### config.mk
export PLATFORM = sky130hd
export DESIGN_NAME = pwo_sequencer_flat
export DESIGN_NICKNAME = d
export VERILOG_FILES = /design/src/pwo_params_pkg.sv /design/src/coef_mem_if.sv /design/src/pwo_sequencer.sv /design/src/flat_wrapper.sv
export SDC_FILE = /design/constraint.sdc
export NUM_CORES = 1
export LEC_CHECK = 0
export BUFFER_PORTS_ARGS = -buffer_cell sky130_fd_sc_hd__buf_2
export CAP_MARGIN = 25
export CORE_AREA = 2 2 84 86
export DETAILED_ROUTE_END_ITERATION = 16
export DIE_AREA = 0 0 86 88
export PLACE_DENSITY_LB_ADDON = 0.05
export SYNTH_ARGS = -nofsm -noshare
export SYNTH_HDL_FRONTEND = slang
export SYNTH_SLANG_ARGS = --single-unit
### constraint.sdc
create_clock -name clk -period 1.9 [get_ports clk]
set_clock_uncertainty 0.15 [all_clocks]
set_input_delay 0.475 -clock clk [delete_from_list [all_inputs] [get_ports clk]]
set_output_delay 0.475 -clock clk [all_outputs]
set_load 0.03 [all_outputs]
### src/pwo_params_pkg.sv
// Coefficient field constants

package pwo_params_pkg;

    // Width of one coefficient lane
    parameter int unsigned COEF_W = 24;

    // Modulus q of the signature scheme field
    parameter logic [COEF_W-1:0] MOD_Q = 24'd8380417;

    // Unreduced product width
    parameter int unsigned PROD_W = 2 * COEF_W;

endpackage : pwo_params_pkg

### src/coef_mem_if.sv
// Coefficient memory port

interface coef_mem_if #(
    parameter int LANES  = 4,
    parameter int ADDR_W = 6
) ();

    // Write side
    logic                                     we;
    logic [ADDR_W-1:0]                        waddr;
    logic [LANES*pwo_params_pkg::COEF_W-1:0]  wdata;

    // Read side, data one cycle after re
    logic                                     re;
    logic [ADDR_W-1:0]                        raddr;
    logic [LANES*pwo_params_pkg::COEF_W-1:0]  rdata;

    modport ram (
        input  we, waddr, wdata, re, raddr,
        output rdata
    );

    modport reader (
        output re, raddr,
        input  rdata
    );

    modport writer (
        output we, waddr, wdata
    );

endinterface : coef_mem_if

### src/pwo_sequencer.sv
// Operand read sequencer

module pwo_sequencer #(
    parameter int ADDR_W = 6
) (
    input  logic               clk,
    input  logic               arst_n_i,
    input  logic               start_i,
    input  logic               last_write_i,  // From writeback
    output logic               busy_o,
    output logic               op_valid_o,
    output logic [ADDR_W-1:0]  op_addr_o,
    coef_mem_if.reader         rd_a_o,
    coef_mem_if.reader         rd_b_o
);

    localparam logic [ADDR_W-1:0] LAST_ADDR = {ADDR_W{1'b1}};

    logic              rd_en;
    logic [ADDR_W-1:0] rd_addr;

    // Start is only taken while idle
    always_ff @(posedge clk or negedge arst_n_i) begin
        if (!arst_n_i) begin
            busy_o  <= 1'b0;
            rd_en   <= 1'b0;
            rd_addr <= '0;
        end else begin
            if (start_i && !busy_o) begin
                busy_o  <= 1'b1;
                rd_en   <= 1'b1;
                rd_addr <= '0;
            end else if (rd_en) begin
                if (rd_addr == LAST_ADDR) begin
                    rd_en <= 1'b0;  // All words issued
                end else begin
                    rd_addr <= rd_addr + 1'b1;
                end
            end
            if (last_write_i) begin
                busy_o <= 1'b0;
            end
        end
    end

    // Same word index read from both operands
    assign rd_a_o.re    = rd_en;
    assign rd_a_o.raddr = rd_addr;
    assign rd_b_o.re    = rd_en;
    assign rd_b_o.raddr = rd_addr;

    // Delayed to line up with rdata
    always_ff @(posedge clk or negedge arst_n_i) begin
        if (!arst_n_i) begin
            op_valid_o <= 1'b0;
        end else begin
            op_valid_o <= rd_en;
        end
    end

    always_ff @(posedge clk) begin
        op_addr_o <= rd_addr;
    end

endmodule : pwo_sequencer

### src/flat_wrapper.sv
// flat-port wrapper written by rule: the top's interface ports become plain ports
module pwo_sequencer_flat 
#(
    parameter int ADDR_W = 6
)
  (clk, arst_n_i, start_i, last_write_i, busy_o, op_valid_o, op_addr_o, rd_a_o_re, rd_a_o_raddr, rd_a_o_rdata, rd_b_o_re, rd_b_o_raddr, rd_b_o_rdata);
  coef_mem_if #(.ADDR_W(ADDR_W)) rd_a_o_i ();
  coef_mem_if #(.ADDR_W(ADDR_W)) rd_b_o_i ();
  input  logic clk;
  input  logic arst_n_i;
  input  logic start_i;
  input  logic last_write_i;
  output logic busy_o;
  output logic op_valid_o;
  output logic [ADDR_W-1:0] op_addr_o;
  output wire logic [$bits(rd_a_o_i.re)-1:0] rd_a_o_re;
  output wire logic [$bits(rd_a_o_i.raddr)-1:0] rd_a_o_raddr;
  input wire logic [$bits(rd_a_o_i.rdata)-1:0] rd_a_o_rdata;
  output wire logic [$bits(rd_b_o_i.re)-1:0] rd_b_o_re;
  output wire logic [$bits(rd_b_o_i.raddr)-1:0] rd_b_o_raddr;
  input wire logic [$bits(rd_b_o_i.rdata)-1:0] rd_b_o_rdata;
  assign rd_a_o_re = rd_a_o_i.re;
  assign rd_a_o_raddr = rd_a_o_i.raddr;
  assign rd_a_o_i.rdata = rd_a_o_rdata;
  assign rd_b_o_re = rd_b_o_i.re;
  assign rd_b_o_raddr = rd_b_o_i.raddr;
  assign rd_b_o_i.rdata = rd_b_o_rdata;
  pwo_sequencer #(.ADDR_W(ADDR_W)) u_core (.clk(clk), .arst_n_i(arst_n_i), .start_i(start_i), .last_write_i(last_write_i), .busy_o(busy_o), .op_valid_o(op_valid_o), .op_addr_o(op_addr_o), .rd_a_o(rd_a_o_i), .rd_b_o(rd_b_o_i));
endmodule
==> Yosys cells after proc, flatten, opt, wreduce, memory -nomap -nowiden <==
Cells that the tools add are included.
{ "classes": {"n_eq_ne": 2, "n_mux": 8, "n_addsub": 1, "n_reduce_logical": 5} }
{ "op_table": {"columns": ["op", "n"], "rows": [
  ["2-to-1 mux 6 bit", 3],
  ["adder 6 x 1 -> 6 bit, second input constant", 1],
  ["equality test 6 bit, second input constant", 1],
  ["2-to-1 mux 1 bit", 5],
  ["nonzero test 2 bit", 2],
  ["inequality test 2 x 1 -> 1 bit, second input constant", 1],
  ["AND reduction 2 bit", 1],
  ["logical AND 1 bit", 1],
  ["zero test 1 bit", 1]
]} }
{ "word_totals": {"out_inout_bits": 22, "reg_bits": 15, "wordCells": 21, "input_bits": 196} }

==> Logic depth before layout (Yosys ltp) <==
Gate-level depths: netlist (run 1).
{ "logic_depth": {"word_depth": 4, "depth_mapped": 5, "depth_no_buf": 5} }

==> Worst setup path after synthesis (run 1) <==
OpenSTA, ideal clock, no wires.
{ "synth_timing": {"path_kind": "register to register", "from": "register u_core.rd_addr[0], in the netlist u_core.rd_a_o.raddr[0]", "to": "register u_core.rd_addr[5], in the netlist u_core.rd_a_o.raddr[5]", "path_buffers": 0, "t_arrival_ns": 1.624, "path_slack_ns": 0.049, "setup_ns": 0.078, "stages_incl_launch_ff": 6, "required_time_ns": 1.672, "path_cell_list": "dfrtp_1 ha_1 nand3_2 o21ai_4 or4_1 a21oi_1"} }
{ "synth_via": {"elab_chain_len": 4, "word_cells_on_any_way": 7} }
{ "synth_lines": {"columns": ["item", "line_no", "source"], "rows": [
  ["start: declaration", "pwo_sequencer.sv:20", "logic [ADDR_W-1:0] rd_addr;"],
  ["start signal: assignment", "pwo_sequencer.sv:37", "rd_addr <= rd_addr + 1'b1;"],
  ["adder 6 x 1 -> 6 bit", "pwo_sequencer.sv:37", null],
  ["2-to-1 mux 6 bit", "pwo_sequencer.sv:34", "if (rd_addr == LAST_ADDR) begin"],
  ["2-to-1 mux 6 bit", "pwo_sequencer.sv:33", "end else if (rd_en) begin"],
  ["2-to-1 mux 6 bit", "pwo_sequencer.sv:29", "if (start_i && !busy_o) begin"]
]} }
Parallel ways exist; a longest one is shown, timed or not. The select of a mux whose other input is x is not followed.
A chain may end at the register's enable or synchronous reset.

==> Worst setup path in the final report (run 1) <==
Same ends and word-level chain as after synthesis.

==> results.py, run 1 <==
metrics = {
    "status": {
        "outcome": "complete, no violations",
    },
    "worst_setup_path": {
        "cp_max_fo": 4,
        "worstPathRequired_ps": 1930,
        "critPathArrivalTime_ps": 1700,
        "critical_path_class": "reg2reg",
        "cp-start-kind": "flop",
        "ff2ff_setup_slack_ps": 230,
        "end_kind": "flop",
    },
    "global_routing": {
        "grt_max_degree": 10,
        "grt_util_all_layers_pct": 4.691,
        "grt-ovfl-total": 0,
        "grt_pass1_vias": 428,
        "grt_pass1_wl_um": 2484,
        "antenna_found_initial": 0,
    },
    "drt": {
        "wl_met2_um": 802,
        "wl_met1_um": 718,
        "drt_first_pass_iters": 2,
        "viasPerCell": 2.854,
        "vias": 448,
        "routedWlPerCell_um": 10.81,
        "route.detailed.drc": 0,
        "wl_met3_um": 140,
        "wl_um": 1697,
        "top_layer": "met4",
        "ant_nets": 0,
        "first_iter_violations": 33,
    },
    "clock_tree": {
        "clkLatencyLatePin_ps": 250,
        "cts_tree": "yes",
        "clock-root-buffer": "clkbuf_8",
        "numCtsBuffers": 3,
        "h-tree-depth": 1,
        "cts_max_path_buffers": 2,
        "cts.sinks": 15,
        "path_clk_slew_ps": 60,
        "cts_resized": 0,
        "postCtsSetupRepairBufs": 0,
    },
    "finish": {
        "layout.nets": 275,
        "area_delta_synth_final_pct": 45.89,
        "diodes": 0,
        "layout-drive-gt1-share_pct": 48.05,
        "regArea_um2": 345.3,
        "multi_input_area_um2": 172.7,
        "fin_area_um2": 843.3,
        "fillers": 749,
    },
    "yosys": {
        "synth_commonest_cells": "9 x dfrtp_1, 7 x buf_4, 6 x dfxtp_1, 4 x nor2_1, 3 x a21oi_1",
        "synth_top_flop_cell": "dfrtp_1",
        "syn_area_um2": 578.1,
        "yosysTopAreaCell": "dfrtp_1",
        "async_reset_ff_share_pct": 60.00,
        "yosysSeqAreaShare_pct": 59.74,
        "ys_top_cells_by_area": "dfrtp_1 39%, dfxtp_1 21%, buf_4 9.1%, o21ai_4 2.8%, a21oi_1 2.6%",
        "synth_top_area_share_pct": 38.96,
        "synth_edf_count": 0,
        "ys_types": 24,
        "syn_area_per_cell_um2": 11.80,
        "ys_seq_elements": 15,
        "synthesis.nets": 246,
        "ys.warnings.count": 0,
        "synth_most_common_cell": "dfrtp_1",
        "synthCells": 49,
    },
    "worst_hold_path": {
        "hp-class": "in2reg",
    },
    "die": {
        "fp.dieW_um": 86,
        "core_area_um2": 6644,
        "start_util_pct": 8.701,
        "ios": 218,
        "die_y_um": 88,
        "rows": 30,
        "fp.dieArea_um2": 7568,
    },
    "timing": {
        "tightest_slew_ps": 306.6,
        "post-route-min-period_ps": 1673,
        "period_share_pct": 88.08,
        "drv_slew": 0,
        "finalSetupTns_ps": 0,
        "relSlewSlack_pct": 79.56,
        "fmax_ghz": 0.5976,
        "finalHoldViolCount": 0,
        "setup_violations": 0,
        "rsz0062_at_grt": "false",
        "worst_slack_ps": 226.5,
    },
    "place": {
        "gp_congestion": 0.6309,
        "port_buffers": 25,
        "pre_cts_ws_ps": 222.1,
        "place_area_um2": 788.3,
    },
    "pwr": {
        "peakVddDrop_mv": 0.1835,
        "p_leak_nw": 0.3708,
        "power.density_nw_per_um2": 1082,
    },
    "run": {
        "maxCapViolations": 0,
    },
}
stage by stage:
stage                     hold WS (ps)  cells  utilization [%]  power (mW)
after global placement           222.0    152            11.86      0.6581
after global routing             213.5    157            12.69      0.9766
final                            221.3    157            12.69      0.9129
after detailed placement         220.3    152            11.86      0.6595
after floorplan                  29.41     49                -      0.5773
after CTS                        210.6    157            12.69      0.9480
critical path, stage by stage (launching register included):
cell     delay (ps)
dfrtp_1         380
ha_1            260
nand3_2         100
o21ai_4          50
or4_1           510
a21oi_1         140
layout make-up:
class,instances,area share (%)
Timing Repair Buffer,31,20.47
Multi-Input combinational cell,25,20.47
Clock buffer,4,5.341
Tap cell,80,11.87
Sequential cell,15,40.95
Inverter,2,0.8902
layout by cell type, fill, tap and decap left out, types with 2 or more instances in the layout:
master / synthesis / routed
dfrtp_1: 9 / 9
dfxtp_1: 6 / 6
inv_1: 2 / 2
a21oi_1: 3 / 3
buf_4: 7 / 5
buf_2: 0 / 25
clkbuf_8: 0 / 3
nor2_1: 4 / 4
logic make-up (layout without fill, tap and decap cells):
family	after synthesis	in the layout	synth area share, %
buf+inv	9	37	10.39
simple gates	14	14	14.07
mux	1	1	1.732
flops	15	15	59.74
fa+ha+maj	1	1	2.164
xor+xnor	1	1	1.515
compound gates	8	8	10.39
final timing paths:
check                                                endpoint                                from  cells past startpoint
min                                 u_core.busy_o$_DFFE_PN0P_                        last_write_i                      2
max in group asynchronous  u_core.rd_a_o.raddr[2]$_DFFE_PN0P_                            arst_n_i                      2
min reg2reg                       u_core.op_addr_o[4]$_DFF_P_  u_core.rd_a_o.raddr[4]$_DFFE_PN0P_                      0
min in group asynchronous         u_core.op_valid_o$_DFF_PN0_                            arst_n_i                      2
max                        u_core.rd_a_o.raddr[5]$_DFFE_PN0P_  u_core.rd_a_o.raddr[0]$_DFFE_PN0P_                      5
max reg2reg                u_core.rd_a_o.raddr[5]$_DFFE_PN0P_  u_core.rd_a_o.raddr[0]$_DFFE_PN0P_                      5
where the power goes:
| part | total (mW) | switching (mW) | internal, mW | leakage, nW |
|---|---|---|---|---|
| clock network | 0.267 | 0.118 | 0.149 | 0.0228 |
| registers | 0.380 | 0.0242 | 0.356 | 0.159 |
| logic | 0.265 | 0.186 | 0.0800 | 0.189 |
| total | 0.913 | 0.328 | 0.585 | 0.371 |
sequential cells by signal, summed over array words and instances, names as in the netlist:
| signal | count |
|---|---|
| u_core.rd_a_o.re | 1 |
| u_core.rd_a_o.raddr | 6 |
| u_core.op_addr_o | 6 |
| u_core.op_valid_o | 1 |
| u_core.busy_o | 1 |
metal layers:
metal,GRT usage (%),up-vias
met1,5.656,216
li1,-,215
met2,6.695,15
met3,1.885,2
met5,0,-
met4,3.463,0
what timing repair did:
item / CTS / global route
endpoints found under the setup margin: 0 / 0
hold buffers: 1 / 0
endpoints found under the hold margin: 9 / 0
No activity file was read; power rests on OpenSTA's default activity.
==> inputs of run 2 (changes only) <==
Settings changed: CORE_AREA 2 2 84 86 to 8 8 79 81, DIE_AREA 0 0 86 88 to 0 0 87 89.
==> run 2 against run 1 <==
Against the previous run: power is 0.42% higher; sequential power hardly changed; register-to-register slack worse by 80 ps; sequential cell count stayed put; via count is 3.1% higher; sequential share of layout area is 0.62 points higher; global-route usage is 0.32 points higher; non-clock buffer count stayed put; wire length is 6.8% higher; final area is 1.5% lower.
==> results.py, run 2 (same netlist as run 1, synthesis figures left out) <==
metrics = {
    "status": {
        "outcome": "complete, no violations",
    },
    "timing": {
        "fmax_ghz": 0.5699,
        "finalHoldViolCount": 0,
        "tightest_slew_ps": 305.7,
        "fin_hold_ws_ps": 220.6,
        "worst_slack_ps": 145.2,
        "drv_slew": 0,
        "rsz0062_at_grt": "false",
        "finalSetupTns_ps": 0,
        "setup_violations": 0,
        "post-route-min-period_ps": 1755,
        "relSlewSlack_pct": 79.62,
        "period_share_pct": 92.36,
    },
    "die": {
        "start_util_pct": 11.61,
        "die_y_um": 89,
        "ios": 218,
        "fp.dieArea_um2": 7743,
        "fp.dieW_um": 87,
        "core_area_um2": 4977,
        "rows": 26,
    },
    "global_routing": {
        "grt-ovfl-total": 0,
        "grt_pass1_wl_um": 2815,
        "grt_max_degree": 10,
        "grt_util_all_layers_pct": 5.010,
        "grt_pass1_vias": 508,
        "antenna_found_initial": 0,
    },
    "place": {
        "dp.cells": 142,
        "hpwl_um": 1329,
        "place_area_um2": 775.7,
        "gp_congestion": 0.6787,
        "port_buffers": 25,
        "pre_cts_ws_ps": 167.3,
    },
    "pwr": {
        "power.density_nw_per_um2": 1103,
        "p_leak_nw": 0.3708,
        "p_total_uw": 916.7,
        "peakVddDrop_mv": 0.3611,
    },
    "clock_tree": {
        "clock-root-buffer": "clkbuf_8",
        "cts_resized": 0,
        "h-tree-depth": 1,
        "holdBufCountCts": 1,
        "cts_tree": "yes",
        "clkLatencyLatePin_ps": 250,
        "cts_max_path_buffers": 2,
        "cts.sinks": 15,
        "path_clk_slew_ps": 70,
        "numCtsBuffers": 3,
        "postCtsSetupRepairBufs": 0,
    },
    "worst_setup_path": {
        "crit_family": "simple AND/OR/NAND/NOR gates",
        "cp_num_buf_inv": 0,
        "critical_path_class": "reg2reg",
        "cp-start-kind": "flop",
        "crit_path_max_incr_delay_ps": 520,
        "reg2reg_depth": 5,
        "reg2reg_to": "u_core.rd_a_o.raddr[5]$_DFFE_PN0P_",
        "r2r_start": "u_core.rd_a_o.raddr[0]$_DFFE_PN0P_",
        "cp_slowest_cell": "or4_1",
        "critPathArrivalTime_ps": 1780,
        "worstPathCellList": "ha_1 > nand3_2 > o21ai_4 > or4_1 > a21oi_1",
        "cp_max_fo": 7,
        "ff2ff_setup_slack_ps": 150,
        "end_kind": "flop",
        "worstPathRequired_ps": 1930,
    },
    "finish": {
        "multi_input_area_um2": 172.7,
        "regArea_um2": 345.3,
        "final_cell_mix": "25 x buf_2, 9 x dfrtp_1, 6 x dfxtp_1",
        "layout_commonest_cell": "buf_2",
        "layout-drive-gt1-share_pct": 48.05,
        "stdcell_count": 147,
        "fillers": 564,
        "final_util_pct": 16.69,
        "fin_area_um2": 830.8,
        "area_delta_synth_final_pct": 43.72,
        "layout.nets": 275,
        "diodes": 0,
    },
    "drt": {
        "ant_nets": 0,
        "drt_first_pass_iters": 3,
        "routedWlPerCell_um": 12.33,
        "vias": 462,
        "route.detailed.drc": 0,
        "viasPerCell": 3.143,
        "wl_um": 1812,
        "first_iter_violations": 8,
    },
    "worst_hold_path": {
        "hold_path_end": "u_core.busy_o$_DFFE_PN0P_",
        "hp-class": "in2reg",
        "min_from": "last_write_i",
        "whs_path_depth": 2,
    },
    "run": {
        "maxCapViolations": 0,
    },
}
-- run 2: cell counts in the layout (fill, tap and decap cells not counted) --
No cell type changed its count.
-- run 2: worst max path at each step --
stage                                               to  slack [ps]  depth (start not counted)                               start
finish              u_core.rd_a_o.raddr[5]$_DFFE_PN0P_         150                          5  u_core.rd_a_o.raddr[0]$_DFFE_PN0P_
global route        u_core.rd_a_o.raddr[5]$_DFFE_PN0P_          60                          5  u_core.rd_a_o.raddr[0]$_DFFE_PN0P_
CTS                 u_core.rd_a_o.raddr[5]$_DFFE_PN0P_         140                          5  u_core.rd_a_o.raddr[0]$_DFFE_PN0P_
detailed placement  u_core.rd_a_o.raddr[5]$_DFFE_PN0P_         170                          5  u_core.rd_a_o.raddr[0]$_DFFE_PN0P_
global placement    u_core.rd_a_o.raddr[5]$_DFFE_PN0P_         160                          5  u_core.rd_a_o.raddr[0]$_DFFE_PN0P_
floorplan           u_core.rd_a_o.raddr[5]$_DFFE_PN0P_          50                          5  u_core.rd_a_o.raddr[0]$_DFFE_PN0P_
-- run 2: routing by layer --
layer,wire [µm],vias to the layer above,share of wire (%),global-route usage [%]
li1,-,215,-,-
met1,805,227,44,5.485
met2,850,18,47,8.258
met3,144,2,7.9,2.941
met4,12,0,0.66,0.9390
met5,0,-,0,0
-- run 2: where the power goes --
part	switching, mW	internal [mW]
clock	0.120	0.149
sequential	0.0259	0.356
combinational	0.186	0.0798
total	0.332	0.585
-- run 2: final cells by class --
type                            count  area share, %
Clock buffer                        4          5.422
Inverter                            2         0.9036
Multi-Input combinational cell     25          20.78
Sequential cell                    15          41.57
Tap cell                           70          10.54
Timing Repair Buffer               31          20.78
==> inputs of run 3 (changes only) <==
Settings changed: ABC_CLOCK_PERIOD_IN_PS from default to 1900, CELL_PAD_IN_SITES_DETAIL_PLACEMENT from default to 1, CELL_PAD_IN_SITES_GLOBAL_PLACEMENT from default to 1, CORE_AREA 8 8 79 81 to default, CORE_MARGIN from default to 8, CORE_UTILIZATION from default to 10, DIE_AREA 0 0 87 89 to default, SKIP_LAST_GASP from default to 1.
==> run 3 against run 2 <==
Against the previous run: power up 1.3%; worst setup slack gained 98 ps; cell count up 2.0%; largest cell class unchanged; critical path type is now reg2out; critical endpoint is now rd_a_o_re; global-route usage down 0.34 points; utilization down 1.5 points; clock-buffer cell count stayed put; die area up 9.4%.
==> results.py, run 3 (same netlist as run 1, synthesis figures left out) <==
metrics = {
    "die": {
        "core_area_um2": 5540,
        "fp.dieW_um": 92.03,
        "die_y_um": 92.03,
        "start_util_pct": 10.43,
        "fp.dieArea_um2": 8470,
        "rows": 27,
        "ios": 218,
    },
    "finish": {
        "fillers": 674,
        "layout.nets": 276,
        "area_delta_synth_final_pct": 45.45,
        "final_cell_mix": "25 x buf_2, 9 x dfrtp_1, 6 x buf_4, 6 x dfxtp_1, 4 x nor2_1",
        "multi_input_area_um2": 172.7,
        "layout_commonest_cell": "buf_2",
        "stdcell_count": 150,
        "regArea_um2": 345.3,
        "layout-drive-gt1-share_pct": 48.72,
        "diodes": 0,
    },
    "worst_setup_path": {
        "cp_max_fo": 7,
        "cp_num_buf_inv": 1,
        "cp-start-kind": "flop",
        "reg2reg_depth": 5,
        "r2r_start": "u_core.rd_a_o.raddr[0]$_DFFE_PN0P_",
        "worstSetupStartpoint": "u_core.rd_a_o.re$_DFF_PN0_",
        "reg2reg_to": "u_core.rd_a_o.raddr[5]$_DFFE_PN0P_",
        "cp_slowest_cell": "dfrtp_1",
        "worstPathRequired_ps": 1270,
        "end_kind": "primary output",
        "crit_family": "flip-flops",
        "critical_path_class": "reg2out",
        "worstSetupEndpoint": "rd_a_o_re",
        "crit_path_max_incr_delay_ps": 510,
        "critPathArrivalTime_ps": 1030,
        "worstPathCellList": "buf_2",
        "ff2ff_setup_slack_ps": 290,
        "cp.depth": 1,
    },
    "drt": {
        "viasPerCell": 3.040,
        "routedWlPerCell_um": 12.59,
        "ant_nets": 0,
        "vias": 456,
        "wl_um": 1888,
        "drt_first_pass_iters": 3,
        "first_iter_violations": 14,
        "route.detailed.drc": 0,
    },
    "place": {
        "hpwl_um": 1409,
        "gp_congestion": 0.6244,
        "dp.cells": 145,
        "port_buffers": 25,
    },
    "timing": {
        "finalSetupTns_ps": 0,
        "fmax_ghz": 0.6035,
        "setup_violations": 0,
        "period_share_pct": 87.21,
        "relSlewSlack_pct": 81.11,
        "drv_slew": 0,
        "rsz0062_at_grt": "false",
        "tightest_slew_ps": 283.3,
        "post-route-min-period_ps": 1657,
        "finalHoldViolCount": 0,
    },
    "clock_tree": {
        "numCtsBuffers": 3,
        "h-tree-depth": 1,
        "cts_max_path_buffers": 2,
        "path_clk_slew_ps": 70,
        "clock-root-buffer": "clkbuf_8",
        "cts.sinks": 15,
        "clkLatencyLatePin_ps": 250,
        "cts_tree": "yes",
    },
    "global_routing": {
        "grt-ovfl-total": 0,
        "grt_pass1_vias": 521,
        "antenna_found_initial": 0,
        "grt_max_degree": 10,
        "grt_util_all_layers_pct": 4.665,
        "grt_pass1_wl_um": 2946,
    },
    "pwr": {
        "power.density_nw_per_um2": 1105,
        "switching_share_pct": 36.67,
        "p_clk_share_pct": 29.6,
        "pwr-share-seq_pct": 41.0,
        "switching_power_uw": 340.6,
        "peakVddDrop_mv": 0.1879,
        "internal_power_uw": 588.3,
        "p_comb_share_pct": 29.3,
        "p_leak_nw": 0.3761,
    },
    "worst_hold_path": {
        "hp-class": "in2reg",
    },
    "run": {
        "maxCapViolations": 0,
    },
    "status": {
        "outcome": "complete, no violations",
    },
}
-- run 3: worst min-delay path by stage --
stage | depth (start not counted) | to | start | slack, ps
floorplan | 0 | u_core.busy_o$_DFFE_PN0P_ | arst_n_i | 30
global placement | 1 | u_core.rd_a_o.raddr[4]$_DFFE_PN0P_ | arst_n_i | 220
detailed placement | 1 | u_core.rd_a_o.raddr[4]$_DFFE_PN0P_ | arst_n_i | 220
CTS | 2 | u_core.busy_o$_DFFE_PN0P_ | last_write_i | 200
global route | 2 | u_core.busy_o$_DFFE_PN0P_ | last_write_i | 210
finish | 2 | u_core.busy_o$_DFFE_PN0P_ | last_write_i | 210
-- run 3: per-stage QoR --
step / total power, mW / area (µm²) / setup slack (ps) / utilization (%) / hold WS, ps
finish: 0.9289 / 840.8 / 243.0 / 15.18 / 210.2
floorplan: 0.5773 / 578.1 / 48.74 / - / 29.41
global placement: 0.6700 / 785.8 / 266.5 / 14.18 / 215.7
detailed placement: 0.6704 / 785.8 / 279.3 / 14.18 / 220.8
global route: 0.9963 / 840.8 / 194.8 / 15.18 / 212.3
CTS: 0.9670 / 840.8 / 213.1 / 15.18 / 196.8
-- run 3: routing by layer --
metal / up-vias / share of wire, % / GRT usage, %
li1: 218 / - / -
met1: 219 / 44 / 5.052
met2: 17 / 46 / 7.271
met3: 2 / 8.6 / 2.200
met4: 0 / 1.0 / 2.819
met5: - / 0 / 0
-- run 3: layout make-up --
type | count | share of cell area, %
tap | 72 | 10.71
clock buffer | 4 | 5.357
multi-input combinational | 25 | 20.54
sequential | 15 | 41.07
inverter | 2 | 0.8929
timing repair buffer | 32 | 21.43
-- run 3: timing repair --
action                                  CTS  global route
resized for setup                         0             0
hold buffers                              1             0
endpoints found under the setup margin    0             0
hold endpoints to repair                  9             0
buffers inserted                          0             0
-- run 3: power by group through the flow --
| stage | Clock (mW) | Sequential (mW) | Combinational, mW |
|---|---|---|---|
| final | 0.275 | 0.381 | 0.273 |
| after global placement | 0 | 0.389 | 0.281 |
| after CTS | 0.301 | 0.383 | 0.283 |
| after floorplan | 0 | 0.475 | 0.102 |
| after global routing | 0.313 | 0.388 | 0.295 |
| after detailed placement | 0 | 0.389 | 0.281 |
